`src/mips_mem_config.svh`:
```
`ifndef MIPS_MEM_CONFIG_SVH
`define MIPS_MEM_CONFIG_SVH

// one cache line is 8 words
`define LINE_BITS 256

// 16 lines, byte addresses 0..511, aliased above
`define RAM_LINES 16

// everything at or above this is device space
`define MMIO_BASE 32'hffff0000

// device register offsets from MMIO_BASE
`define MMIO_SWITCH_OFS 0
`define MMIO_LED_OFS 4

`endif

```
`src/mips_mem_pkg.sv`:
```
`include "mips_mem_config.svh"

package mips_mem_pkg;

    typedef logic [31:0] word_t;
    typedef logic [31:0] addr_t;
    typedef logic [`LINE_BITS-1:0] line_t;

    // 000 lb, 001 lh, 011 lw, 100 lbu, 101 lhu
    // stores use [1:0] as size
    typedef logic [2:0] ls_op_t;

    typedef enum logic [2:0] {
        LS_IDLE,
        LS_RD_REQ,
        LS_RD_WAIT,
        LS_WR_REQ,
        LS_WR_WAIT,
        LS_DONE
    } lsu_state_t;

    typedef enum logic [1:0] {
        MMU_IDLE,
        MMU_RAM_ACC,
        MMU_IO_ACC,
        MMU_ACK
    } mmu_state_t;

    typedef enum logic [1:0] {
        ARB_IDLE,
        ARB_FETCH,
        ARB_DATA
    } arb_state_t;

endpackage

```
`src/mmu_arbiter.sv`:
```
`timescale 1ns/1ps

module mmu_arbiter (
    input  logic                sys_clk,
    input  logic                rst_n,
    input  logic                fetch_req,
    input  mips_mem_pkg::addr_t fetch_addr,
    output logic                fetch_ack,
    output mips_mem_pkg::line_t fetch_line,
    input  logic                dl_req,
    input  logic                dl_write,
    input  mips_mem_pkg::addr_t dl_addr,
    input  mips_mem_pkg::line_t dl_wline,
    output logic                dl_ack,
    output mips_mem_pkg::line_t dl_rline,
    output logic                mmu_req,
    output logic                mmu_write,
    output mips_mem_pkg::addr_t mmu_addr,
    output mips_mem_pkg::line_t mmu_wline,
    input  logic                mmu_ack,
    input  mips_mem_pkg::line_t mmu_rline
);
    import mips_mem_pkg::*;

    arb_state_t state;
    logic       owner_req;

    assign owner_req = (state == ARB_FETCH) ? fetch_req : dl_req;

    // ack and line go back to the owner only
    assign fetch_ack  = (state == ARB_FETCH) && mmu_ack;
    assign dl_ack     = (state == ARB_DATA) && mmu_ack;
    assign fetch_line = (state == ARB_FETCH) ? mmu_rline : '0;
    assign dl_rline   = (state == ARB_DATA) ? mmu_rline : '0;

    always_ff @(posedge sys_clk or negedge rst_n) begin
        if (!rst_n) begin
            state   <= ARB_IDLE;
            mmu_req <= 1'b0;
        end else begin
            case (state)
                ARB_IDLE: begin
                    // fetch wins a tie, like serve_ic
                    if (fetch_req) begin
                        state   <= ARB_FETCH;
                        mmu_req <= 1'b1;
                    end else if (dl_req) begin
                        state   <= ARB_DATA;
                        mmu_req <= 1'b1;
                    end
                end
                ARB_FETCH, ARB_DATA: begin
                    if (mmu_req) begin
                        if (!owner_req) begin
                            mmu_req <= 1'b0;
                        end
                    end else if (!mmu_ack) begin
                        state <= ARB_IDLE;
                    end
                end
                default: state <= ARB_IDLE;
            endcase
        end
    end

    // request fields latched at grant
    always_ff @(posedge sys_clk) begin
        if (state == ARB_IDLE) begin
            if (fetch_req) begin
                mmu_write <= 1'b0;
                mmu_addr  <= fetch_addr;
            end else begin
                mmu_write <= dl_write;
                mmu_addr  <= dl_addr;
                mmu_wline <= dl_wline;
            end
        end
    end

endmodule

```
`config.mk`:
```
export PLATFORM = sky130hd
export DESIGN_NAME = mmu_arbiter
export DESIGN_NICKNAME = d
export VERILOG_FILES = /design/src/mips_mem_pkg.sv /design/src/mmu_arbiter.sv
export VERILOG_INCLUDE_DIRS = /design/src /design/src/src
export SDC_FILE = /design/constraint.sdc
export NUM_CORES = 1
export LEC_CHECK = 0
export BUFFER_PORTS_ARGS = -buffer_cell sky130_fd_sc_hd__buf_2
export CORE_AREA = 2 2 534 536
export CTS_CLUSTER_SIZE = 25
export DETAILED_ROUTE_END_ITERATION = 10
export DIE_AREA = 0 0 536 538
export SKIP_LAST_GASP = 1
export SLEW_MARGIN = 20
export SYNTH_ARGS = -nofsm -noshare
export SYNTH_HDL_FRONTEND = slang
export SYNTH_SLANG_ARGS = --single-unit
```
`constraint.sdc`:
```
create_clock -name sys_clk -period 25 [get_ports sys_clk]
set_input_delay 1.25 -clock sys_clk [delete_from_list [all_inputs] [get_ports sys_clk]]
set_output_delay 1.25 -clock sys_clk [all_outputs]
set_load 0.01 [all_outputs]
```
# == Word level (Yosys, flattened, before mapping) ==
# Cells that the tools add are included.
# totals
register_bits,292
elab_cells,33
# op_classes
reduce_logical,8
mux,14
bitwise_logic,1
eq_ne,5
# op_table
cell,n
256-bit 2-to-1 mux,2
32-bit 2-to-1 mux,1
2-bit 2-to-1 mux,4
1-bit 2-to-1 mux,5
"2-bit inequality test, second input constant",2
2-bit case mux with 2 select lines,1
2-bit AND reduction,2
"3-bit inequality test, second input constant",1
3-bit AND reduction,1
"2-bit by 1-bit == test with 1-bit output, second input constant",1
"2-bit == test, second input constant",1
1-bit logical AND,2
2-bit logical NOT,1
1-bit case mux with 2 select lines,1
2-bit nonzero test,1
2-bit OR reduction,1
1-bit inverter,1

# == Depth between registers and ports, before layout ==
# logic_depth
ltp_word,5
ltp_mapped,5

# == Least setup slack after synthesis ==
# OpenSTA, ideal clock, no wires.
# synth_path
path_type,flip-flop to flip-flop
startpoint,register state[0]
endpoint,"register mmu_wline[0], enable pin"
arrival_time_ns,12.197
path_slack_ns,11.924
path_buffers,0
stages_incl_launch_ff,5
synth_period_minus_slack_ns,13.076
path_cell_list,dfrtp_1 -> inv_1 -> ha_1 -> inv_1 -> nor2_1
# synth_between
elab_chain_len,2
# synth_rtl
element,line_no,text
from (decl),mmu_arbiter.sv:25,arb_state_t state;
from (signal assigned),mmu_arbiter.sv:38,state <= ARB_IDLE;
from (signal assigned),mmu_arbiter.sv:45,state <= ARB_FETCH;
from (signal assigned),mmu_arbiter.sv:48,state <= ARB_DATA;
2-bit logical NOT,mmu_arbiter.sv:68,if (state == ARB_IDLE) begin
2-bit AND reduction (no source line),--,
to (signal assigned),mmu_arbiter.sv:75,mmu_wline <= dl_wline;
to (decl),mmu_arbiter.sv:19,"output mips_mem_pkg::line_t mmu_wline,"
# No other way between the ends.
# A chain may end at the register's enable or synchronous reset.

# == Final worst setup path ==
# layout_path
startpoint,register state[0]
endpoint,output port dl_rline[197]
# layout_between
elab_chain_len,2
# layout_rtl
element,line_no,text
2-bit == test,mmu_arbiter.sv:34,assign dl_rline = (state == ARB_DATA) ? mmu_rline : '0;
256-bit 2-to-1 mux,mmu_arbiter.sv:34,
to (decl),mmu_arbiter.sv:15,"output mips_mem_pkg::line_t dl_rline,"
# No other way between the ends.

==> impl_metrics.ini <==
[status]
outcome = finished, final reports clean

[finish]
drive_gt1_share_pct = 64.2
num-fill-cells = 33000
fin_area_mm2 = 0.0258
area_growth_pct = 103
multiInputGateArea_mm2 = 0.00374
layout_common_cells = 1385 x buf_2, 514 x and2_1, 289 x edfxtp_1, 38 x clkbuf_16, 33 x mux2_2
final_common_cell = buf_2
seq_area_mm2 = 0.00875
nets = 2879

[timing]
tightestPinTransition_ps = 1100
rsz0062_at_grt = false
max_freq_mhz = 189
slew_violations = 0
setup_violations = 0
fin_skew_ps = 21.5
maxSlewHeadroom_pct = 26.6
holdWs_ps = 452
tns_ps = 0
fin_crit_ps = 5280
hold_viol = 0
finalCritPeriodShare_pct = 21.1

[pwr]
switchingPower_uw = 1160
power.density_mw_per_mm2 = 95.7
leakagePower_uw = 0.0112
seq_power_share_pct = 29.1
combPwrFrac_pct = 47.8
switching_share_pct = 46.7
p_int_uw = 1320
pwr-share-clk_pct = 23.1
vdd_ir_drop_max_mv = 0.0564

[floorplan]
die_x_um = 536
num_io_pins = 1386
core_mm2 = 0.283
num_rows = 196
die_area_mm2 = 0.288
die_h_um = 538
start_util_pct = 4.50

[clock_network]
cts_max_level = 2
clockBufferDepth = 3
clock-root-buffer = clkbuf_16
path_clk_slew_ps = 60
cts_hold_buffers = 0
post-cts-setup-buffers = 0
worstSkewPairLatency_ps = 610
cts_resized = 0
cts_tree = done
cts.sinks = 292
numCtsBuffers = 38

[detailed_routing]
postRouteAntennaNets = 0
wl_mm = 211
drc = 0
vias_per_cell = 2.47
drt_iter0_drc = 1179
wl_per_cell_um = 33.8
first_pass_iters = 8
vias = 15400

[placement]
dpl-instance-area_mm2 = 0.0242
dp_hpwl_mm = 192
port_buffers = 1385
routabilityCongestion = 1.08

[flow_run]
cap_violations = 0

[global_routing]
grt_usage_pct = 13.8
antenna_found_initial = 222
grt_pass1_wl_mm = 235
grt_max_degree = 103
grt_overflow = 0
grt_pass1_vias = 13400

[yosys]
yosysTopAreaCell = edfxtp_1
ys_ff_latch = 292
synth_top_cell_area_share_pct = 68.1
ys_seq_area_share_pct = 68.7
syn-cell-area_mm2 = 0.0127
syn_nets = 1503
ys_warn_count = 0
synthCells = 917
syn-mean-instance-area_um2 = 13.9
ys_types = 18
ys_top_cells_by_area = edfxtp_1 68%, and2_1 25%, mux2_2 2.9%

[setup_path]
endpoint_kind = output port
critPathLaunch = state[0]
timing.rr.end = mmu_wline[135]
critical_path_peak_fanout = 102
cp.arrival_ps = 4030
required_ps = 23750
reg2reg_slack_ps = 20200
reg2reg_depth = 8
startpoint_type = flip-flop
crit_type = flip-flop to output port
critPathCapture = dl_rline[197]
regToRegStartpoint = state[0]

[worst_hold_path]
hp-class = input pin to async pin
[worst max-delay path, stage by stage (launching register included)]
cell,delay (ps)
dfrtp_1,430
inv_1,140
ha_4,560
buf_4,800
buf_6,720
and2_1,360
buf_2,180
[layout make-up]
type / instances / share of cell area [%]
diodes: 141 / 1.37
clock buffers: 44 / 3.77
clock inverters: 24 / 1.03
inverters: 3 / 0.0436
multi-input cells: 562 / 14.5
flip-flops and latches: 292 / 33.9
well taps: 3762 / 18.2
repair buffers: 1396 / 27.2
[cells in the mapped netlist]
master / instances
nor2_1: 1
buf_2: 6
buf_6: 1
a32o_1: 1
clkbuf_2: 24
inv_1: 3
mux2_2: 33
buf_4: 1
nor3b_1: 1
ha_1: 4
clkbuf_1: 28
and2_1: 514
o31ai_1: 2
a21oi_1: 1
edfxtp_1: 289
o21ai_0: 3
dfrtp_1: 3
nor2b_1: 2
[sequential cells by signal (all words and copies together) (netlist names)]
| register | flops |
|---|---|
| mmu_wline | 256 |
| mmu_write | 1 |
| mmu_req | 1 |
| state | 2 |
| mmu_addr | 32 |
[per-stage QoR]
step	setup WS (ps)	cells	utilization, %	power [µW]
CTS	19350	6083	8.99	2510
global placement	19800	6015	8.55	1920
global route	19520	6181	9.08	2600
finish	19720	6224	9.12	2470
detailed placement	19690	6015	8.55	1920
floorplan	11920	917	-	1170
[kinds of logic (layout without fill, tap and decap cells)]
family                     Yosys count  count (layout)  share of synthesized area (%)
muxes                               33              33                           2.92
other                                0             141                              0
AOI/OAI and AO/OA                    7               7                          0.353
adders and majority gates            4               4                          0.393
DFF                                292             292                           68.7
buffers and inverters               63            1467                           2.24
and+or+nand+nor                    518             518                           25.4
[metal layers]
metal	wire (µm)	track usage (%)	share of wire (%)
met2	90100	20.7	43
met1	72400	14.1	34
met3	38800	10.9	18
met4	8390	5.36	4.0
met5	1040	1.17	0.50
[power groups by stage]
stage	registers [µW]	clock network (µW)	logic [µW]
2_1_floorplan	814	0	356
3_3_place_gp	725	0	1200
3_5_place_dp	727	0	1190
4_1_cts	720	598	1190
5_1_grt	730	608	1260
6_report	719	572	1180
[worst min-delay path by stage]
stage	startpoint	end	slack [ps]	cells past startpoint
6_report	rst_n	state[1]	450	1
5_1_grt	rst_n	state[1]	400	1
4_1_cts	rst_n	state[1]	390	1
3_5_place_dp	mmu_req	mmu_req	550	2
3_3_place_gp	mmu_req	mmu_req	520	2
2_1_floorplan	state[0]	state[0]	520	1
No activity file was read; power rests on OpenSTA's default activity.
