File: src/mips_mem_config.svh
`ifndef MIPS_MEM_CONFIG_SVH
`define MIPS_MEM_CONFIG_SVH

// one cache line is 8 words
`define LINE_BITS 256

// 16 lines, byte addresses 0..511, aliased above
`define RAM_LINES 16

// everything at or above this is device space
`define MMIO_BASE 32'hffff0000

// device register offsets from MMIO_BASE
`define MMIO_SWITCH_OFS 0
`define MMIO_LED_OFS 4

`endif

File: src/mips_mem_pkg.sv
`include "mips_mem_config.svh"

package mips_mem_pkg;

    typedef logic [31:0] word_t;
    typedef logic [31:0] addr_t;
    typedef logic [`LINE_BITS-1:0] line_t;

    // 000 lb, 001 lh, 011 lw, 100 lbu, 101 lhu
    // stores use [1:0] as size
    typedef logic [2:0] ls_op_t;

    typedef enum logic [2:0] {
        LS_IDLE,
        LS_RD_REQ,
        LS_RD_WAIT,
        LS_WR_REQ,
        LS_WR_WAIT,
        LS_DONE
    } lsu_state_t;

    typedef enum logic [1:0] {
        MMU_IDLE,
        MMU_RAM_ACC,
        MMU_IO_ACC,
        MMU_ACK
    } mmu_state_t;

    typedef enum logic [1:0] {
        ARB_IDLE,
        ARB_FETCH,
        ARB_DATA
    } arb_state_t;

endpackage

File: src/lsu_align.sv
`timescale 1ns/1ps

module lsu_align (
    input  logic                 sys_clk,
    input  logic                 rst_n,
    input  logic                 ls_req,
    input  logic                 ls_write,
    input  mips_mem_pkg::ls_op_t ls_op,
    input  mips_mem_pkg::addr_t  ls_addr,
    input  mips_mem_pkg::word_t  ls_wdata,
    output logic                 ls_ack,
    output mips_mem_pkg::word_t  ls_rdata,
    output logic                 dl_req,
    output logic                 dl_write,
    output mips_mem_pkg::addr_t  dl_addr,
    output mips_mem_pkg::line_t  dl_wline,
    input  logic                 dl_ack,
    input  mips_mem_pkg::line_t  dl_rline
);
    import mips_mem_pkg::*;

    lsu_state_t  state;
    line_t       line_q;
    logic [2:0]  lane;
    word_t       lane_word;
    logic [7:0]  sel_byte;
    logic [15:0] sel_half;
    word_t       load_val;
    word_t       merged_word;
    line_t       merged_line;

    assign lane = ls_addr[4:2];

    // word bits stay on the address so the MMU can pick an MMIO lane;
    // the RAM side ignores bits 4:0
    assign dl_addr  = {ls_addr[31:2], 2'b00};
    assign dl_wline = merged_line;

    always_comb begin
        lane_word = line_q[lane*32 +: 32];
        sel_byte  = lane_word[ls_addr[1:0]*8 +: 8];
        sel_half  = lane_word[ls_addr[1]*16 +: 16];
        case (ls_op)
            3'b000:  load_val = {{24{sel_byte[7]}}, sel_byte};
            3'b001:  load_val = {{16{sel_half[15]}}, sel_half};
            3'b011:  load_val = lane_word;
            3'b100:  load_val = {24'b0, sel_byte};
            3'b101:  load_val = {16'b0, sel_half};
            default: load_val = lane_word;
        endcase
    end

    // store merge into the lane just read
    always_comb begin
        merged_word = lane_word;
        case (ls_op[1:0])
            2'b00:   merged_word[ls_addr[1:0]*8 +: 8] = ls_wdata[7:0];
            2'b01:   merged_word[ls_addr[1]*16 +: 16] = ls_wdata[15:0];
            default: merged_word = ls_wdata;
        endcase
        merged_line = line_q;
        merged_line[lane*32 +: 32] = merged_word;
    end

    always_ff @(posedge sys_clk or negedge rst_n) begin
        if (!rst_n) begin
            state    <= LS_IDLE;
            ls_ack   <= 1'b0;
            dl_req   <= 1'b0;
            dl_write <= 1'b0;
        end else begin
            case (state)
                LS_IDLE: begin
                    if (ls_req) begin
                        dl_req   <= 1'b1;
                        dl_write <= 1'b0;
                        state    <= LS_RD_REQ;
                    end
                end
                LS_RD_REQ: begin
                    if (dl_ack) begin
                        dl_req <= 1'b0;
                        state  <= LS_RD_WAIT;
                    end
                end
                LS_RD_WAIT: begin
                    // line port must return to idle first
                    if (!dl_ack) begin
                        if (ls_write) begin
                            dl_req   <= 1'b1;
                            dl_write <= 1'b1;
                            state    <= LS_WR_REQ;
                        end else begin
                            ls_ack <= 1'b1;
                            state  <= LS_DONE;
                        end
                    end
                end
                LS_WR_REQ: begin
                    if (dl_ack) begin
                        dl_req <= 1'b0;
                        state  <= LS_WR_WAIT;
                    end
                end
                LS_WR_WAIT: begin
                    if (!dl_ack) begin
                        dl_write <= 1'b0;
                        ls_ack   <= 1'b1;
                        state    <= LS_DONE;
                    end
                end
                LS_DONE: begin
                    if (!ls_req) begin
                        ls_ack <= 1'b0;
                        state  <= LS_IDLE;
                    end
                end
                default: state <= LS_IDLE;
            endcase
        end
    end

    always_ff @(posedge sys_clk) begin
        if (state == LS_RD_REQ && dl_ack) begin
            line_q <= dl_rline;
        end
        // load result held through ls_ack
        if (state == LS_RD_WAIT && !dl_ack && !ls_write) begin
            ls_rdata <= load_val;
        end
    end

endmodule

File: config.mk
export PLATFORM = sky130hd
export DESIGN_NAME = lsu_align
export DESIGN_NICKNAME = d
export VERILOG_FILES = /design/src/mips_mem_pkg.sv /design/src/lsu_align.sv
export VERILOG_INCLUDE_DIRS = /design/src /design/src/src
export SDC_FILE = /design/constraint.sdc
export NUM_CORES = 1
export LEC_CHECK = 0
export BUFFER_PORTS_ARGS = -buffer_cell sky130_fd_sc_hd__buf_2
export CORE_AREA = 2 2 254 256
export CTS_BUF_LIST = sky130_fd_sc_hd__clkbuf_8
export CTS_CLUSTER_DIAMETER = 150
export DETAILED_ROUTE_END_ITERATION = 16
export DIE_AREA = 0 0 256 258
export GPL_ROUTABILITY_DRIVEN = 0
export PLACE_DENSITY = 0.57
export SYNTH_ARGS = -nofsm -noshare
export SYNTH_HDL_FRONTEND = slang
export SYNTH_SLANG_ARGS = --single-unit
File: constraint.sdc
create_clock -name sys_clk -period 24.8 [get_ports sys_clk]
set_clock_uncertainty 0.05 [all_clocks]
set_input_delay 4.96 -clock sys_clk [delete_from_list [all_inputs] [get_ports sys_clk]]
set_output_delay 4.96 -clock sys_clk [all_outputs]
set_load 0.03 [all_outputs]
Word level (Yosys, flattened, before mapping)
Cells that the tools add are included.
{ "totals": {"ff_bits": 294, "in_bits": 328, "out_inout_bits": 323, "wordCells": 78} }
{ "op_classes": {"add_sub_neg": 3, "n_eq_ne": 18, "n_shift": 9, "mux": 26, "n_reduce_logical": 16} }
{ "ops": {"columns": ["op", "count"], "rows": [
  ["$bwmux 256", 1],
  ["$shift 32x34->256 const A", 1],
  ["$shiftx 256x9->32", 1],
  ["$shiftx 32x34->256", 1],
  ["$pmux 32 s4", 1],
  ["$neg 5->34", 2],
  ["$bwmux 32", 2],
  ["$pmux 32 s2", 1],
  ["$neg 8->34", 1],
  ["$shift 16x34->32 const A", 1],
  ["$shift 8x34->32 const A", 1],
  ["$shiftx 16x34->32", 1],
  ["$shiftx 8x34->32", 1],
  ["$shiftx 32x6->16", 1],
  ["$shiftx 32x6->8", 1],
  ["$mux 3", 7],
  ["$pmux 3 s6", 1],
  ["$ne 2x2->1 const B", 8],
  ["$reduce_and 5->1", 3],
  ["$eq 3x3->1 const B", 4],
  ["$mux 1", 10],
  ["$pmux 1 s3", 3],
  ["$reduce_bool 3->1", 3],
  ["$eq 3x1->1 const B", 2],
  ["other kinds (9)", 14]
]} }

Depth between registers and ports, before layout
Gate-level depths: netlist of run 1.
{ "depth": {"word_depth": 6, "mapped_depth": 13, "mapped_depth_nobuf": 7} }

Worst setup path before layout of run 1
No wires, ideal clock.
{ "synth_timing": {"kind": "input -> register", "from": "input port dl_ack", "to": "register line_q[0], enable pin", "t_arrival_ns": 29.005, "required_time_ns": 23.251, "setup_slack_ns": -5.754, "stages": 2, "n_path_buf": 0, "cell_sequence": "inv_1 -> nor4_1"} }
{ "synth_between": {"elab_chain_len": 1} }
{ "synth_rtl": {"columns": ["element", "line", "source"], "rows": [
  ["from (decl)", "lsu_align.sv:17", "input logic dl_ack,"],
  ["$logic_and 1x1->1", "lsu_align.sv:124", "if (state == LS_RD_REQ && dl_ack) begin"],
  ["to (signal assigned)", "lsu_align.sv:125", "line_q <= dl_rline;"],
  ["to (decl)", "lsu_align.sv:23", "line_t line_q;"]
]} }
Every way passes these cells.
A chain may end at the register's enable or synchronous reset.

Worst setup path after layout of run 1
{ "layout_timing": {"from": "input port ls_addr[4]", "to": "output port dl_wline[36]"} }
{ "layout_between": {"elab_chain_len": 5, "elab_cells_between_ends": 8, "classes_between": "add/sub (1); shift (3); mux (4)"} }
{ "layout_rtl": {"columns": ["element", "line", "source"], "rows": [
  ["from (decl)", "lsu_align.sv:9", "input mips_mem_pkg::addr_t ls_addr,"],
  ["$shiftx 256x9->32", "lsu_align.sv:40", "lane_word = line_q[lane*32 +: 32];"],
  ["$bwmux 32 (on tied branches)", "lsu_align.sv:58, lsu_align.sv:57", null],
  ["$pmux 32 s2", "lsu_align.sv:56", "case (ls_op[1:0])"],
  ["$shiftx 32x34->256", "lsu_align.sv:62", "merged_line[lane*32 +: 32] = merged_word;"],
  ["$bwmux 256 *", "lsu_align.sv:62", null],
  ["to (decl)", "lsu_align.sv:16", "output mips_mem_pkg::line_t dl_wline,"]
]} }
Every way passes the cells marked *; elsewhere a longest branch is shown, timed or not.

==> metrics.txt, run 1 <==
outcome=finished clean; Final Max Slew Viols=0; worst rel slew slack=0.116; Die Width=256 um; hold buffers post-CTS=0; initial antenna violation count=20; PD cells=84.1 nW/um2; startpoint types=primary input; cell count of the worst hold path=1; count leader, synth=nand2_1; GRT Resource Usage Total=0.227; Critical path origin=ls_addr[4]; Post-synth top cells=298 x nand2_1, 288 x edfxtp_1, 267 x o21ai_0, 80 x clkbuf_1, 58 x mux4_2; share of cells above drive strength 1=0.393; Slew @ Worst Pin=1.31 ns; hold worst-path end=dl_req; core area=63600 um2; Synth Instances=1402; Pleak=8.47 nW; Via Count=14900; Max Cap Viol=0; Synth Cell Area=15600 um2; period utilization=0.572; YS warnings=0; drt drc=0; ys flop type=edfxtp_1; Std-Cell Rows=93; global-route wire length before repair=108000 um; Peak VDD IR=0.0000421 V; r2r startpoint=state[0]; gr ovfl total=0; reg2reg end=line_q[139]; IO Port Bufs=594; area leader, netlist=edfxtp_1; hold wc startpoint=state[0]; Placed Cells=2738; WL/cell=27.5 um; largest net degree at the start of global routing=83; Tmin final=14.18 ns; number of setup buffers added after CTS=0; Via density=5.24; Synth top area share=0.553; critical path type=primary input to output port; FILL cells=6619; Post-Syn Area per Cell=11.1 um2; post-synth cell types=58; setup violators final=0; Die Ht=258 um; post-route cell area=20300 um2; Hold Path Class=register to register; Setup WS pre-CTS=10.75 ns; CTS resizes=0; clock slew at reported path FFs=0.06 ns; crit end category=output port; vias in the first global route=15500; Yosys reg bits=294; Die Area=66000 um2; Seq/Total Area, Yosys=0.563; synth top area cells=edfxtp_1 55%, o21ai_0 8.6%, mux4_2 8.4%; Hold Vio Cnt, Final=0; area grow syn2layout=30.1%; cts bufs inserted=55; Placed Area=19300 um2; RSZ-0062 raised after global routing=false; H-tree Lvls=2; Post-Layout Cell Count=2851; worst-path fanout max=34; CP Data Arrival Time=9.17 ns; Post-DP HPWL=56300 um; TritonCTS clock tree=built; total chip power=1.71 mW; root buffer cell=clkbuf_8; post-route ant nets=0; Post-synth EDFFs=288; final setup margin=10.62 ns; # nets final=2278; Max Clk Rate=70.5 MHz; final WL=78300 um; initial core utilization=0.246; Detailed Routing Iterations Pass 1=6; Initial DRC Count=1673; Clock Tree Buf Depth=3; Reg2Reg Depth=5; Required @ worst endpoint=19.79 ns; R2R setup slack=21.20 ns; clk sinks=294; Ports=651; setup_tns=0 ns; Async SR Flop Fraction=0.0204; later-pin clock latency in the skew report=0.65 ns
how the worst max path moves through the flow:
| stage | slack [ns] | end | cells past startpoint |
|---|---|---|---|
| floorplan | 5.09 | line_q[0] | 2 |
| global placement | 10.87 | dl_wline[208] | 9 |
| detailed placement | 10.75 | dl_wline[118] | 8 |
| CTS | 10.74 | dl_wline[106] | 8 |
| global route | 10.61 | dl_wline[123] | 8 |
| finish | 10.62 | dl_wline[36] | 8 |
cell usage in the layout (no fill, tap or decap), types with 5 or more instances in the layout:
cell       instances
a21o_1             8
a21oi_1           36
a22oi_1            5
a2bb2oi_1          5
a31oi_1           15
a32o_1             6
buf_2            592
buf_4             27
clkbuf_8          58
clkinv_1          13
clkinv_2          10
dfrtp_1            6
diode_2           14
edfxtp_1         288
ha_1              10
inv_1             27
mux2i_1           43
mux4_2            58
nand2_1          292
nand2_2            6
nand3_1            9
nor2_1            41
nor2b_1            5
nor3_1             7
o211ai_1          35
o21ai_0          267
o21bai_1           7
o221ai_1           8
o22ai_1           19
o31ai_1            6
or3_1              8
or3_2              6
critical path: stages:
cell and delay, ns:
buf_2 0.30, inv_2 0.30, ha_1 0.46, nor2b_1 0.41
nand2_2 0.76, or3_2 1.17, o21ai_0 0.49, buf_2 0.27
kinds of logic after synthesis:
kind of cell	after synthesis	synth area share
buf+inv	154	0.0470
compound gates	440	0.163
mux	103	0.113
flops	294	0.563
simple gates	400	0.106
fa+ha+maj	10	0.00801
other cells	1	0.000240
sequential cells by signal, summed over array words and instances, names as in the netlist:
signal    flops
ls_rdata     32
dl_req        1
line_q      256
ls_ack        1
dl_write      1
state         3
power breakdown:
| group | internal (mW) | total [mW] | leakage, nW | switching, mW |
|---|---|---|---|---|
| clock | 0.227 | 0.450 | 0.578 | 0.223 |
| sequential | 0.656 | 0.702 | 2.71 | 0.0461 |
| combinational | 0.153 | 0.558 | 5.18 | 0.404 |
| total | 1.04 | 1.71 | 8.47 | 0.674 |
through the flow:
step / hold WS [ns] / utilization
after detailed placement: 0.504 / 0.303
after global routing: 0.529 / 0.319
final: 0.526 / 0.319
after CTS: 0.522 / 0.319
after global placement: 0.458 / 0.303
after floorplan: 0.445 / -
area by class of cell:
| class | count | area [um2] | share of cell area |
|---|---|---|---|
| Timing Repair Buffer | 619 | 3170 | 0.156 |
| Tap cell | 855 | 1070 | 0.0526 |
| Clock inverter | 41 | 216 | 0.0106 |
| Antenna cell | 14 | 35.0 | 0.00172 |
| Multi-Input combinational cell | 955 | 6190 | 0.304 |
| Clock buffer | 58 | 798 | 0.0393 |
| Inverter | 15 | 56.3 | 0.00277 |
| Sequential cell | 294 | 8800 | 0.433 |
layer usage:
layer / wire [um] / GRT usage / vias up
met5: 45 / 0 / -
met4: 3940 / 0.119 / 6
met3: 7230 / 0.0538 / 256
met2: 37500 / 0.380 / 1069
met1: 29600 / 0.271 / 7242
li1: - / - / 6354
(Power assumes the default switching activity.)
==> run 2, diff against run 1 <==
--- a/config.mk
+++ b/config.mk
@@ -7,13 +7,13 @@
 export NUM_CORES = 1
 export LEC_CHECK = 0
 export BUFFER_PORTS_ARGS = -buffer_cell sky130_fd_sc_hd__buf_2
-export CORE_AREA = 2 2 254 256
+export CORE_AREA = 2 2 256 258
 export CTS_BUF_LIST = sky130_fd_sc_hd__clkbuf_8
 export CTS_CLUSTER_DIAMETER = 150
 export DETAILED_ROUTE_END_ITERATION = 16
-export DIE_AREA = 0 0 256 258
+export DIE_AREA = 0 0 258 260
 export GPL_ROUTABILITY_DRIVEN = 0
-export PLACE_DENSITY = 0.57
+export PLACE_DENSITY = 0.55
 export SYNTH_ARGS = -nofsm -noshare
 export SYNTH_HDL_FRONTEND = slang
 export SYNTH_SLANG_ARGS = --single-unit
==> constraint.sdc (replaced) <==
create_clock -name sys_clk -period 14.6 [get_ports sys_clk]
set_clock_uncertainty 0.05 [all_clocks]
set_input_delay 2.92 -clock sys_clk [delete_from_list [all_inputs] [get_ports sys_clk]]
set_output_delay 2.92 -clock sys_clk [all_outputs]
set_load 0.03 [all_outputs]
==> run 2 against run 1 <==
Against the previous run: combinational power is 69% higher; sequential cell count stayed put; register-to-register slack got worse by 10 ns; worst setup slack lost 6.1 ns; critical path type unchanged; critical endpoint is now dl_wline[100].
==> metrics.txt, run 2 (same netlist as run 1, synthesis figures left out) <==
Hold Vio Cnt, Final=0; Hold Slack=0.491 ns; period utilization=0.691; TritonCTS clock tree=built; setup_tns=0 ns; startpoint types=primary input; Largest register FFs=256; global-route wire length before repair=110000 um; Seq pwr share=0.416; largest net degree at the start of global routing=77; Via density=5.19; clk sinks=294; hold buffers post-CTS=0; PD cells=142 nW/um2; worst rel slew slack=0.187; GRT Resource Usage Total=0.227; share of cells above drive strength 1=0.390; Biggest register=line_q; Internal=1.74 mW; CTS resizes=0; Sw Share=0.393; FILL cells=6691; Clock Tree Buf Depth=3; Peak VDD IR=0.0000793 V; Ports=651; Tmin final=10.08 ns; clock slew at reported path FFs=0.06 ns; # nets final=2274; initial antenna violation count=17; cts bufs inserted=52; area grow syn2layout=29.6%; Slew @ Worst Pin=1.22 ns; final WL=79400 um; final setup margin=4.52 ns; initial core utilization=0.244; Placed Cells=2737; Max Cap Viol=0; Initial DRC Count=1450; core area=64100 um2; logic gate share of total power=0.329; Setup WS pre-CTS=4.56 ns; Detailed Routing Iterations Pass 1=8; IO Port Bufs=594; gr ovfl total=0; Clock power frac=0.256; WL/cell=27.9 um; CP Data Arrival Time=7.11 ns; most frequent cells in the layout=592 x buf_2, 292 x nand2_1, 288 x edfxtp_1; most common cell after layout, fill and taps aside=buf_2; root buffer cell=clkbuf_8; H-tree Lvls=2; post-route ant nets=0; Die Width=258 um; Post-Layout Cell Count=2843; Post-DP HPWL=57500 um; worst-path fanout max=39; biggest regs=line_q (256), ls_rdata (32), state (3); setup violators final=0; outcome=finished clean; drt drc=0; Die Ht=260 um; Max Clk Rate=99.2 MHz; RSZ-0062 raised after global routing=false; Die Area=67100 um2; Via Count=14800; number of setup buffers added after CTS=0; Required @ worst endpoint=11.63 ns; Pleak=8.43 nW; total chip power=2.87 mW; Net Switching=1.13 mW; critical path type=primary input to output port; crit end category=output port; Std-Cell Rows=93; vias in the first global route=15300; later-pin clock latency in the skew report=0.63 ns; Final Max Slew Viols=0; Hold Path Class=register to register
run 2: cell count changes in the layout (fill, tap and decap cells not counted):
| cell | change |
|---|---|
| buf_4 | -1 |
| bufinv_16 | +1 |
| clkbuf_8 | -5 |
| clkinv_1 | +1 |
| clkinv_2 | +1 |
| clkinv_8 | -1 |
| clkinvlp_4 | -1 |
| diode_2 | -1 |
| inv_1 | -1 |
| inv_8 | -1 |
run 2: cell type report:
cell class | instances | area [um2] | area share
Sequential cell | 294 | 8800 | 0.435
Clock inverter | 40 | 216 | 0.0107
Inverter | 15 | 56.3 | 0.00278
Timing Repair Buffer | 618 | 3160 | 0.156
Tap cell | 855 | 1070 | 0.0528
Multi-Input combinational cell | 955 | 6190 | 0.306
Antenna cell | 13 | 32.5 | 0.00161
Clock buffer | 53 | 729 | 0.0360
run 2: final timing paths:
path                             from            end  slack (ns)  depth (start not counted)
min in group asynchronous       rst_n       state[0]        2.06                          1
setup / recovery           ls_addr[2]  dl_wline[100]        4.52                          9
setup reg to reg             state[0]      line_q[3]       11.21                          4
max in group asynchronous       rst_n         dl_req       12.30                          1
hold reg to reg              dl_write       dl_write        0.49                          2
hold / removal               dl_write       dl_write        0.49                          2
run 2: critical path, cell delays in order:
cell     delay (ns)
buf_4          0.54
buf_4          0.75
nor3_1         0.16
nor2b_1        0.36
nand2_2        0.09
buf_4          0.34
or3_2          0.97
o21ai_0        0.51
buf_2          0.28
run 2: layer usage:
metal | routed length [um] | vias up | global-route usage
li1 | - | 6343 | -
met3 | 6410 | 232 | 0.0528
met4 | 3970 | 10 | 0.111
met1 | 30400 | 7260 | 0.272
met2 | 38500 | 906 | 0.385
met5 | 64 | - | 0
run 2: per-stage QoR:
stage                     utilization  area, um2
after floorplan                     -      15600
after global placement          0.301      19300
after detailed placement        0.301      19300
after CTS                       0.315      20200
after global routing            0.316      20200
final                           0.316      20200
run 2: power groups by stage:
stage | clock network, mW | logic [mW] | registers (mW)
after floorplan | 0 | 0.599 | 1.22
after global placement | 0 | 0.942 | 1.20
after detailed placement | 0 | 0.947 | 1.21
after CTS | 0.756 | 0.949 | 1.19
after global routing | 0.788 | 1.00 | 1.21
final | 0.735 | 0.944 | 1.19
