**src/mips_mem_config.svh**
```systemverilog
`ifndef MIPS_MEM_CONFIG_SVH
`define MIPS_MEM_CONFIG_SVH

// one cache line is 8 words
`define LINE_BITS 256

// 16 lines, byte addresses 0..511, aliased above
`define RAM_LINES 16

// everything at or above this is device space
`define MMIO_BASE 32'hffff0000

// device register offsets from MMIO_BASE
`define MMIO_SWITCH_OFS 0
`define MMIO_LED_OFS 4

`endif

```
**src/mips_mem_pkg.sv**
```systemverilog
`include "mips_mem_config.svh"

package mips_mem_pkg;

    typedef logic [31:0] word_t;
    typedef logic [31:0] addr_t;
    typedef logic [`LINE_BITS-1:0] line_t;

    // 000 lb, 001 lh, 011 lw, 100 lbu, 101 lhu
    // stores use [1:0] as size
    typedef logic [2:0] ls_op_t;

    typedef enum logic [2:0] {
        LS_IDLE,
        LS_RD_REQ,
        LS_RD_WAIT,
        LS_WR_REQ,
        LS_WR_WAIT,
        LS_DONE
    } lsu_state_t;

    typedef enum logic [1:0] {
        MMU_IDLE,
        MMU_RAM_ACC,
        MMU_IO_ACC,
        MMU_ACK
    } mmu_state_t;

    typedef enum logic [1:0] {
        ARB_IDLE,
        ARB_FETCH,
        ARB_DATA
    } arb_state_t;

endpackage

```
**src/l1mmu.sv**
```systemverilog
`timescale 1ns/1ps
`include "mips_mem_config.svh"

module l1mmu (
    input  logic                          sys_clk,
    input  logic                          rst_n,
    input  logic                          mmu_req,
    input  logic                          mmu_write,
    input  mips_mem_pkg::addr_t           mmu_addr,
    input  mips_mem_pkg::line_t           mmu_wline,
    output logic                          mmu_ack,
    output mips_mem_pkg::line_t           mmu_rline,
    output logic                          ram_en,
    output logic                          ram_we,
    output logic [$clog2(`RAM_LINES)-1:0] ram_index,
    output mips_mem_pkg::line_t           ram_wline,
    input  mips_mem_pkg::line_t           ram_rline,
    output logic                          mmio_req,
    output logic                          mmio_write,
    output mips_mem_pkg::addr_t           mmio_addr,
    output mips_mem_pkg::word_t           mmio_wdata,
    input  logic                          mmio_ack,
    input  mips_mem_pkg::word_t           mmio_rdata
);
    import mips_mem_pkg::*;

    localparam int IDX_W = $clog2(`RAM_LINES);

    mmu_state_t state;
    logic       is_io;
    logic [2:0] lane;
    line_t      io_line;

    assign is_io = (mmu_addr >= `MMIO_BASE);
    assign lane  = mmu_addr[4:2];

    // request fields are held by the arbiter for the whole access
    assign ram_we     = mmu_write;
    assign ram_index  = mmu_addr[5 +: IDX_W];
    assign ram_wline  = mmu_wline;
    assign mmio_write = mmu_write;
    assign mmio_addr  = {mmu_addr[31:2], 2'b00};
    assign mmio_wdata = mmu_wline[lane*32 +: 32];

    // device word lands in its lane, rest zero
    always_comb begin
        io_line = '0;
        io_line[lane*32 +: 32] = mmio_rdata;
    end

    always_ff @(posedge sys_clk or negedge rst_n) begin
        if (!rst_n) begin
            state    <= MMU_IDLE;
            mmu_ack  <= 1'b0;
            ram_en   <= 1'b0;
            mmio_req <= 1'b0;
        end else begin
            case (state)
                MMU_IDLE: begin
                    if (mmu_req) begin
                        if (is_io) begin
                            mmio_req <= 1'b1;
                            state    <= MMU_IO_ACC;
                        end else begin
                            ram_en <= 1'b1;
                            state  <= MMU_RAM_ACC;
                        end
                    end
                end
                MMU_RAM_ACC: begin
                    // one cycle of ram_en, then data is there
                    if (ram_en) begin
                        ram_en <= 1'b0;
                    end else begin
                        mmu_ack <= 1'b1;
                        state   <= MMU_ACK;
                    end
                end
                MMU_IO_ACC: begin
                    if (mmio_req && mmio_ack) begin
                        mmio_req <= 1'b0;
                    end else if (!mmio_req && !mmio_ack) begin
                        mmu_ack <= 1'b1;
                        state   <= MMU_ACK;
                    end
                end
                MMU_ACK: begin
                    if (!mmu_req) begin
                        mmu_ack <= 1'b0;
                        state   <= MMU_IDLE;
                    end
                end
                default: state <= MMU_IDLE;
            endcase
        end
    end

    // result capture, held through ack
    always_ff @(posedge sys_clk) begin
        if (state == MMU_RAM_ACC && !ram_en) begin
            mmu_rline <= ram_rline;
        end else if (state == MMU_IO_ACC && mmio_req && mmio_ack) begin
            mmu_rline <= io_line;
        end
    end

endmodule

```
**config.mk**
```make
export PLATFORM = sky130hd
export DESIGN_NAME = l1mmu
export DESIGN_NICKNAME = d
export VERILOG_FILES = /design/src/mips_mem_pkg.sv /design/src/l1mmu.sv
export VERILOG_INCLUDE_DIRS = /design/src /design/src/src
export SDC_FILE = /design/constraint.sdc
export NUM_CORES = 1
export LEC_CHECK = 0
export ABC_AREA = 1
export ABC_CLOCK_PERIOD_IN_PS = 22700
export BUFFER_PORTS_ARGS = -buffer_cell sky130_fd_sc_hd__buf_2
export CAP_MARGIN = 25
export CORE_AREA = 2 2 454 456
export CTS_CLUSTER_DIAMETER = 200
export DETAILED_ROUTE_END_ITERATION = 12
export DIE_AREA = 0 0 456 458
export PLACE_DENSITY_LB_ADDON = 0.1
export SLEW_MARGIN = 20
export SYNTH_ARGS = -nofsm -noshare
export SYNTH_HDL_FRONTEND = slang
export SYNTH_SLANG_ARGS = --single-unit
```
**constraint.sdc**
```tcl
create_clock -name sys_clk -period 22.7 [get_ports sys_clk]
set_input_delay 4.54 -clock sys_clk [delete_from_list [all_inputs] [get_ports sys_clk]]
set_output_delay 4.54 -clock sys_clk [all_outputs]
set_load 0.01 [all_outputs]
```
Word level (Yosys, flattened, before mapping)
Cells that the tools add are included.

Add/sub/neg operators: 1. Magnitude comparators: 1. Equal/unequal tests: 11. Shifts and indexed selects: 3. Muxes and demuxes: 21. Bitwise logic cells: 1. Reduce and logical (&&, ||, !) cells: 17.

Operators with widths (number): 256-bit two-way mux (2); 256-bit AND (1); 32-bit by 34-bit variable shift with 256-bit output, first input constant (1); 256-bit by 9-bit variable part select with 32-bit output (1); 32-bit by 34-bit variable part select with 256-bit output (1); 8-bit negation with 34-bit output (1); 32-bit greater-or-equal comparator, second input constant (1); 2-bit != test, second input constant (8); 2-bit two-way mux (6); 5-bit AND reduction (2); 1-bit two-way mux (9); 2-bit one-hot mux with 4 select lines (1); 2-bit nonzero test (3); 1-bit logical AND (5); 2-bit equality test, second input constant (2); 1-bit one-hot mux with 2 select lines (2); 4-bit AND reduction (1); 1-bit logical NOT (3); 1-bit one-hot mux with 3 select lines (1); 3-bit AND reduction (1); 3-bit nonzero test (1); 2-bit by 1-bit equality test with 1-bit output, second input constant (1); 2-bit logical NOT (1).

Register bits after elaboration: 261. Input bits: 581. Output and inout port bits: 585. Word-level logic and storage cells: 60.

Depth between registers and ports, before layout
Gate-level depths: netlist of run 1.

Depth in word-level cells: 5. Depth in mapped cells: 12. Mapped depth without buffers: 9.

Worst setup path after synthesis of run 1
No wires, ideal clock.

Path type: input to register. From: input mmio_ack. To: register mmu_rline[0], enable pin. Library setup time: 1965 ps. Arrival time: 8778 ps. Data required time: 20735 ps. Slack: 11957 ps. Cell stages on the path: 2. Buffers on the path: 0. Cells stage by stage: nand3_1 -> nand2_1.

Longest elaborated chain between the ends: 2.

Ends and longest elaborated chain: start, declared (RTL line l1mmu.sv:22) `input logic mmio_ack,`; 1-bit logical AND (RTL line l1mmu.sv:102) `end else if (state == MMU_IO_ACC && mmio_req && mmio_ack) begin`; 2-bit nonzero test (no line); end signal, assigned (RTL line l1mmu.sv:101) `mmu_rline <= ram_rline;`; end signal, assigned (RTL line l1mmu.sv:103) `mmu_rline <= io_line;`; end, declared (RTL line l1mmu.sv:12) `output mips_mem_pkg::line_t mmu_rline,`.

No other way between the ends. A chain may end at the register's enable or synchronous reset.

Final worst setup path of run 1
From: input mmu_addr[2]. To: output mmio_wdata[3].

Longest elaborated chain between the ends: 1.

Ends and longest elaborated chain: start, declared (RTL line l1mmu.sv:9) `input mips_mem_pkg::addr_t mmu_addr,`; 256-bit by 9-bit variable part select with 32-bit output (RTL line l1mmu.sv:43) `assign mmio_wdata = mmu_wline[lane*32 +: 32];`; end, declared (RTL line l1mmu.sv:21) `output mips_mem_pkg::word_t mmio_wdata,`.

No other way between the ends.

==> run_results.csv, run 1 <==
group,metric,value,unit
critical_path,cp_slowest_cell,"buf_4",
worst_hold_path,hp-start,"mmu_ack",
drt,route.vias.total,17220,
floorplan,core-area,203800,µm²
worst_hold_path,holdPathEnd,"mmu_ack",
floorplan,die_area,208800,µm²
drt,drtIter0Drc,905,
power_and_ir_drop,vdd.ir_drop.worst,111.1,µV
critical_path,path_class,"input port to primary output",
clock_network,clock_sinks,261,
clock_network,cts_hold_buf,0,
synthesis,seq_area_frac_synth,0.4741,
clock_network,ctsResizeCount,0,
critical_path,path_buf_inv,5,
critical_path,path_delay_family,"buffers and inverters",
critical_path,reg2reg_to,"mmu_rline[9]",
critical_path,cp_slowest_stage_delay,0.60,ns
floorplan,start_util,0.08087,
global_route,use_met2,0.2628,
synthesis,yosysUniqueCellTypes,32,
power_and_ir_drop,p_leak,9.808,nW
worst_hold_path,hold_path_class,"register to register",
clock_network,cts_setup_buffers,0,
drt,wl_per_cell,26.08,µm
finish,syn2layout_area_growth,46.53,%
placement,port_buffers,1132,
sta,whs,0.4907,ns
sta,rsz0062_at_grt,"no",
sta,fin_crit_sh,0.5140,
critical_path,cp_cell_sequence,"buf_6 > inv_6 > buf_4 > buf_4 > o21ai_0 > o22ai_1 > nand2_1 > nand2_1 > buf_2",
critical_path,start_kind,"input port",
clock_network,clk_path_buf_depth,3,
drt,drt_wl_total,141500,µm
synthesis,synth_area,16480,µm²
outcome,status,"complete, no violations",
sta,timing.final.hold_violations,0,
clock_network,clk_pin_slew_worst_paths,0.06,ns
sta,worstMarginPinSlew,1.055,ns
sta,finalMaxSlewViolations,0,
floorplan,ios,1166,
global_route,gr-max-usage-layer,"met2",
global_route,grt_pass1_wl,181500,µm
finish,layout-drive-gt1-share,0.4671,
synthesis,synth_seq_cells,261,
global_route,use_met1,0.1290,
power_and_ir_drop,p_per_area,107.6,nW/µm²
worst_hold_path,hold_depth,2,
critical_path,critPathArrivalTime,7.13,ns
critical_path,end_kind,"primary output",
floorplan,rows,166,
drt,antenna_left,0,
sta,fmax,0.08570,GHz
critical_path,r2r_cells,9,
global_route,grt_start_max_net_pins,105,
clock_network,htreeDepth,2,
critical_path,cp-startpoint,"mmu_addr[2]",
sta,clock_skew,0.02057,ns
clock_network,clk_latency,0.58,ns
global_route,grt.overflow.total,0,
drt,avgViaCountPerCell,3.174,
flow_run,max_cap_violations,0,
drt,drc,0,
critical_path,critPathMaxFanout,68,
placement,placed_cells,5340,
synthesis,syn_area_per_cell,8.631,µm²
global_route,antenna_found_initial,57,
sta,period_needed,11.67,ns
placement,gp_congestion,0.8223,
global_route,grt.total_usage,0.1293,
sta,setup_viol,0,
finish,final_cells,5425,
critical_path,timing.rr.start,"state[1]",
clock_network,cts-root-buf,"clkbuf_16",
floorplan,die-height,458,µm
synthesis,syn_inst,1909,
critical_path,cp_data_required_time,18.16,ns
sta,fin_setup_tns,0,ns
synthesis,yosys_warnings,0,
clock_network,cts_tree,"done",
global_route,met3_usage,0.02731,
drt,first_pass_iters,5,
sta,max_slew_margin,0.2966,
critical_path,rrSetupSlack,18.75,ns
floorplan,die_w,456,µm
clock_network,cts-buffers-inserted,38,
finish,fin_nets,3284,
global_route,first_global_vias,17730,
placement,dp_hpwl,114300,µm
-- worst max-delay path by stage --
stage | depth (start not counted) | to | slack (ns)
after floorplan | 2 | mmu_rline[0] | 11.96
after global routing | 8 | mmio_wdata[6] | 10.81
after CTS | 8 | mmio_wdata[6] | 10.90
final | 9 | mmio_wdata[3] | 11.03
after global placement | 9 | mmio_wdata[3] | 10.95
after detailed placement | 8 | mmio_wdata[6] | 10.91
-- flip-flops by register name, summed over array words and instances (netlist names) --
signal	cells
mmio_req	1
mmu_ack	1
mmu_rline	256
ram_en	1
state	2
-- placed cells by master (no fill, tap or decap), types with 2 or more instances in the layout --
cell type	n
clkbuf_1	9
edfxtp_1	256
inv_2	4
clkinv_1	9
o21ai_1	204
o21ai_0	155
nand2_1	411
o21ai_2	30
clkinv_4	3
nand4_1	4
diode_2	16
nand4_4	4
o22ai_1	50
nor3_1	15
inv_6	2
clkinv_2	6
nor2_1	165
nand3_2	4
nor2_4	4
nand3_1	101
clkbuf_16	39
o211ai_1	14
bufinv_16	2
dfrtp_1	5
conb_1	2
buf_2	1131
buf_4	31
ha_1	9
clkinvlp_4	2
inv_1	40
-- power breakdown --
group / switching, mW / internal, mW / total, mW
Sequential: 0.0524 / 0.851 / 0.903
Clock: 0.264 / 0.339 / 0.603
Combinational: 0.790 / 0.302 / 1.09
-- cell families (layout without fill, tap and decap cells) --
kind of cell	count (synthesis)	count (layout)	synth area share
other	1	18	0.0002276
AO/OA/AOI/OAI	454	454	0.1508
buffers and inverters	469	1280	0.1851
AND/OR/NAND/NOR	713	713	0.1814
adder cells (fa/ha/maj)	11	11	0.008353
flip-flops	261	261	0.4741
-- synth_stat cells --
cell type | count | area [µm²]
a21boi_0 | 1 | 7.510
buf_1 | 6 | 22.52
buf_2 | 73 | 365.4
buf_4 | 300 | 2252
buf_6 | 9 | 101.4
clkbuf_1 | 33 | 123.9
clkbuf_2 | 1 | 5.000
clkinv_1 | 1 | 3.750
conb_1 | 1 | 3.750
dfrtp_1 | 5 | 125.1
edfxtp_1 | 256 | 7687
ha_1 | 11 | 137.6
inv_1 | 41 | 153.9
inv_2 | 4 | 15.01
inv_4 | 1 | 6.260
nand2_1 | 412 | 1546
nand2_8 | 1 | 20.02
nand3_1 | 102 | 510.5
nand3_2 | 3 | 30.03
nand4_1 | 4 | 25.02
nand4_4 | 4 | 85.08
nor2_1 | 165 | 619.3
nor2_4 | 4 | 45.04
nor3_1 | 15 | 75.07
nor3_2 | 1 | 10.01
nor3_4 | 1 | 16.27
o211ai_1 | 14 | 105.1
o21ai_0 | 155 | 775.7
o21ai_1 | 204 | 1021
o21ai_2 | 30 | 262.8
o22ai_1 | 50 | 312.8
or2_2 | 1 | 6.260
-- layout make-up --
type,count,area [µm²]
clock buffers,48,1010
repair buffers,1164,5924
multi-input cells,1180,5647
diodes,16,40.04
inverters,47,182.7
clock inverters,21,165.2
flip-flops and latches,261,7812
fillers,23710,179600
well taps,2688,3363
-- tightest hold or removal path, stage by stage (launching register included) --
cell and delay (ns):
dfrtp_1 0.35, nand2_1 0.05, o21ai_0 0.06
-- layer usage --
layer / vias to the layer above / routed length (µm)
met4: 18 / 4629
met1: 8325 / 49260
met3: 209 / 7744
li1: 7841 / -
met5: - / 100
met2: 825 / 79730
-- per-stage QoR --
step                utilization  power (mW)  setup slack (ns)  cell area, µm²
finish                   0.1185       2.598             11.03           24140
global route             0.1184       2.770             10.81           24120
CTS                      0.1183       2.692             10.90           24100
detailed placement       0.1125       2.063             10.91           22930
global placement         0.1125       2.080             10.95           22930
floorplan                     -       1.521             11.96           16480
Power figures use the tool's default switching activity.
==> run 2: changes to the inputs <==
--- a/config.mk
+++ b/config.mk
@@ -6,8 +6,8 @@
 export SDC_FILE = /design/constraint.sdc
 export NUM_CORES = 1
 export LEC_CHECK = 0
-export ABC_AREA = 1
-export ABC_CLOCK_PERIOD_IN_PS = 22700
+export ABC_AREA = 0
+export ABC_CLOCK_PERIOD_IN_PS = 11870
 export BUFFER_PORTS_ARGS = -buffer_cell sky130_fd_sc_hd__buf_2
 export CAP_MARGIN = 25
 export CORE_AREA = 2 2 454 456
==> constraint.sdc (replaced) <==
create_clock -name sys_clk -period 11.87 [get_ports sys_clk]
set_input_delay 2.374 -clock sys_clk [delete_from_list [all_inputs] [get_ports sys_clk]]
set_output_delay 2.374 -clock sys_clk [all_outputs]
set_load 0.01 [all_outputs]
==> run 2 against run 1 <==
Against the previous run:
- worst setup slack worse by 5.9 ns
- non-clock buffer count down 12
- area after synthesis down 9.0%
- flip-flop and latch count unchanged
- largest cell class unchanged
==> run_results.csv, run 2 <==
group,metric,value,unit
placement,postPlaceCellArea,21640,µm²
sta,timing.final.hold_violations,0,
placement,placed_cells,4585,
placement,port_buffers,1132,
synthesis,synth.top_cell.area_share,0.5127,
global_route,grt.overflow.total,0,
floorplan,core-area,203800,µm²
sta,fmax,0.1492,GHz
sta,max_slew_margin,0.3461,
synthesis,syn_area_per_cell,13.11,µm²
drt,route.vias.total,13210,
sta,fin_setup_tns,0,ns
synthesis,synth_seq_cells,261,
drt,drc,0,
sta,setup_viol,0,
finish,top_regs,"mmu_rline: 256 flops, state: 2 flops",
clock_network,cts_hold_buf,0,
drt,drtIter0Drc,656,
sta,finalMaxSlewViolations,0,
clock_network,cts_setup_buffers,0,
finish,mostFrequentLayoutCell,"buf_2",
critical_path,start_kind,"input port",
synthesis,syn_inst,1144,
synthesis,synth-edff-count,256,
critical_path,cp_data_required_time,9.50,ns
clock_network,clock_sinks,261,
finish,design_area,22760,µm²
drt,first_pass_iters,4,
clock_network,cts-root-buf,"clkbuf_16",
synthesis,synth_compound_area_frac,0.1543,
clock_network,cts-buffers-inserted,37,
floorplan,rows,166,
finish,fin_nets,2528,
synthesis,synth_area,14990,µm²
synthesis,synth.area.mux_share,0.09814,
power_and_ir_drop,p_leak,9.469,nW
floorplan,start_util,0.07358,
critical_path,end_kind,"primary output",
critical_path,critPathArrivalTime,4.33,ns
global_route,grt_start_max_net_pins,147,
synthesis,synth_common_cells,"buf_4 (294), a22o_1 (256), edfxtp_1 (256), nand2_1 (105), mux4_2 (64)",
clock_network,htreeDepth,2,
sta,fin_crit_sh,0.5647,
global_route,grt_pass1_wl,133300,µm
finish,syn2layout_area_growth,51.81,%
outcome,status,"complete, no violations",
floorplan,die-height,458,µm
sta,rsz0062_at_grt,"no",
clock_network,cts_tree,"done",
synthesis,async_reset_ff_frac,0.01916,
floorplan,die_w,456,µm
finish,final_cells,4662,
placement,dp_hpwl,81610,µm
clock_network,ctsResizeCount,0,
floorplan,ios,1166,
sta,clock_skew,0.02122,ns
synthesis,synth_xor_area_frac,0,
finish,regMostFlops,"mmu_rline",
synthesis,yosys_warnings,0,
synthesis,yosys.area_share.simple,0.03897,
global_route,first_global_vias,13530,
sta,period_needed,6.703,ns
drt,drt_wl_total,103800,µm
critical_path,path_class,"input port to primary output",
clock_network,clk_latency,0.60,ns
synthesis,synth_top_flop_cell,"edfxtp_1",
drt,antenna_left,0,
drt,avgViaCountPerCell,2.833,
finish,largest_reg_flops,256,
power_and_ir_drop,vdd.ir_drop.worst,183.1,µV
finish,mostFrequentLayoutCells,"buf_2 (1130), a22o_1 (256), edfxtp_1 (256), nand2_1 (104), mux4_2 (64)",
flow_run,max_cap_violations,0,
power_and_ir_drop,finalPower,4.812,mW
synthesis,yosysMostFrequentCell,"buf_4",
synthesis,yosysTopAreaCell,"edfxtp_1",
power_and_ir_drop,p_per_area,211.4,nW/µm²
synthesis,synth_top_family_by_area,"buffers and inverters",
global_route,antenna_found_initial,48,
global_route,grt.total_usage,0.09443,
clock_network,clk_pin_slew_worst_paths,0.06,ns
synthesis,yosysUniqueCellTypes,35,
synthesis,synthAdderAreaFrac,0.009180,
clock_network,clk_path_buf_depth,3,
critical_path,critPathMaxFanout,43,
synthesis,seq_area_frac_synth,0.5211,
drt,wl_per_cell,22.26,µm
floorplan,die_area,208800,µm²
finish,final_core_util,0.1117,
synthesis,synth.area.top_cells,"edfxtp_1 (51%), a22o_1 (15%), buf_4 (15%)",
finish,layout-drive-gt1-share,0.6500,
worst_hold_path,hold_path_class,"register to register",
sta,worstMarginPinSlew,0.9809,ns
placement,gp_congestion,0.8039,
## run 2: changes by cell type after synthesis, moves of 64 or more
cell     delta
nand2_1   -307
mux4_2     +64
o21ai_0   -154
nor2_1    -162
o21ai_1   -200
a22o_1    +256
nand3_1    -99
## run 2: path summary, 6_finish.rpt
| check | from | end | slack, ns | depth (start not counted) |
|---|---|---|---|---|
| worst max-delay path | mmu_addr[3] | mmio_wdata[21] | 5.17 | 6 |
| worst min-delay path | mmu_ack | mmu_ack | 0.51 | 2 |
| worst max register to register | state[1] | mmu_rline[82] | 8.32 | 6 |
| worst min register to register | mmu_ack | mmu_ack | 0.51 | 2 |
| max in group asynchronous | rst_n | ram_en | 10.11 | 1 |
| min in group asynchronous | rst_n | mmio_req | 1.61 | 1 |
## run 2: final cells by class
type / instances / area, µm²
repair buffers: 1152 / 5858
clock buffers: 46 / 959.7
clock inverters: 17 / 123.9
fillers: 23410 / 181000
flip-flops and latches: 261 / 7812
diodes: 14 / 35.03
inverters: 7 / 26.28
well taps: 2688 / 3363
multi-input cells: 477 / 4583
## run 2: critical path, cell delays in order
cell and delay (ns):
buf_4 0.38, buf_4 0.64, mux4_2 0.42, nand2_1 0.16, nand2_1 0.07, buf_2 0.17
## run 2: layer usage
layer / up-vias / GRT usage / wire length, µm
met5: - / 0 / 26
met4: 4 / 0.02831 / 3306
met3: 154 / 0.02324 / 6634
met2: 718 / 0.1839 / 56960
met1: 6629 / 0.09831 / 36830
li1: 5701 / - / -
## run 2: report_power, final
group | internal [mW] | total, mW | switching (mW)
Clock | 0.596 | 1.09 | 0.492
Combinational | 0.682 | 1.98 | 1.30
Sequential | 1.65 | 1.74 | 0.0949
## run 2: cells by family (layout without fill, tap and decap cells)
kind of cell | count (synthesis) | in the layout
buffers and inverters | 407 | 1222
AOI/OAI and AO/OA | 267 | 267
DFF | 261 | 261
and+or+nand+nor | 130 | 130
muxes | 67 | 67
adders and majority gates | 11 | 11
other | 1 | 16
## run 2: stage by stage
stage / hold slack [ns] / setup slack [ns]
2_1_floorplan: 0.5048 / 3.348
3_3_place_gp: 0.5071 / 5.130
3_5_place_dp: 0.5022 / 5.123
4_1_cts: 0.5155 / 5.118
5_1_grt: 0.5445 / 5.064
6_report: 0.5060 / 5.167
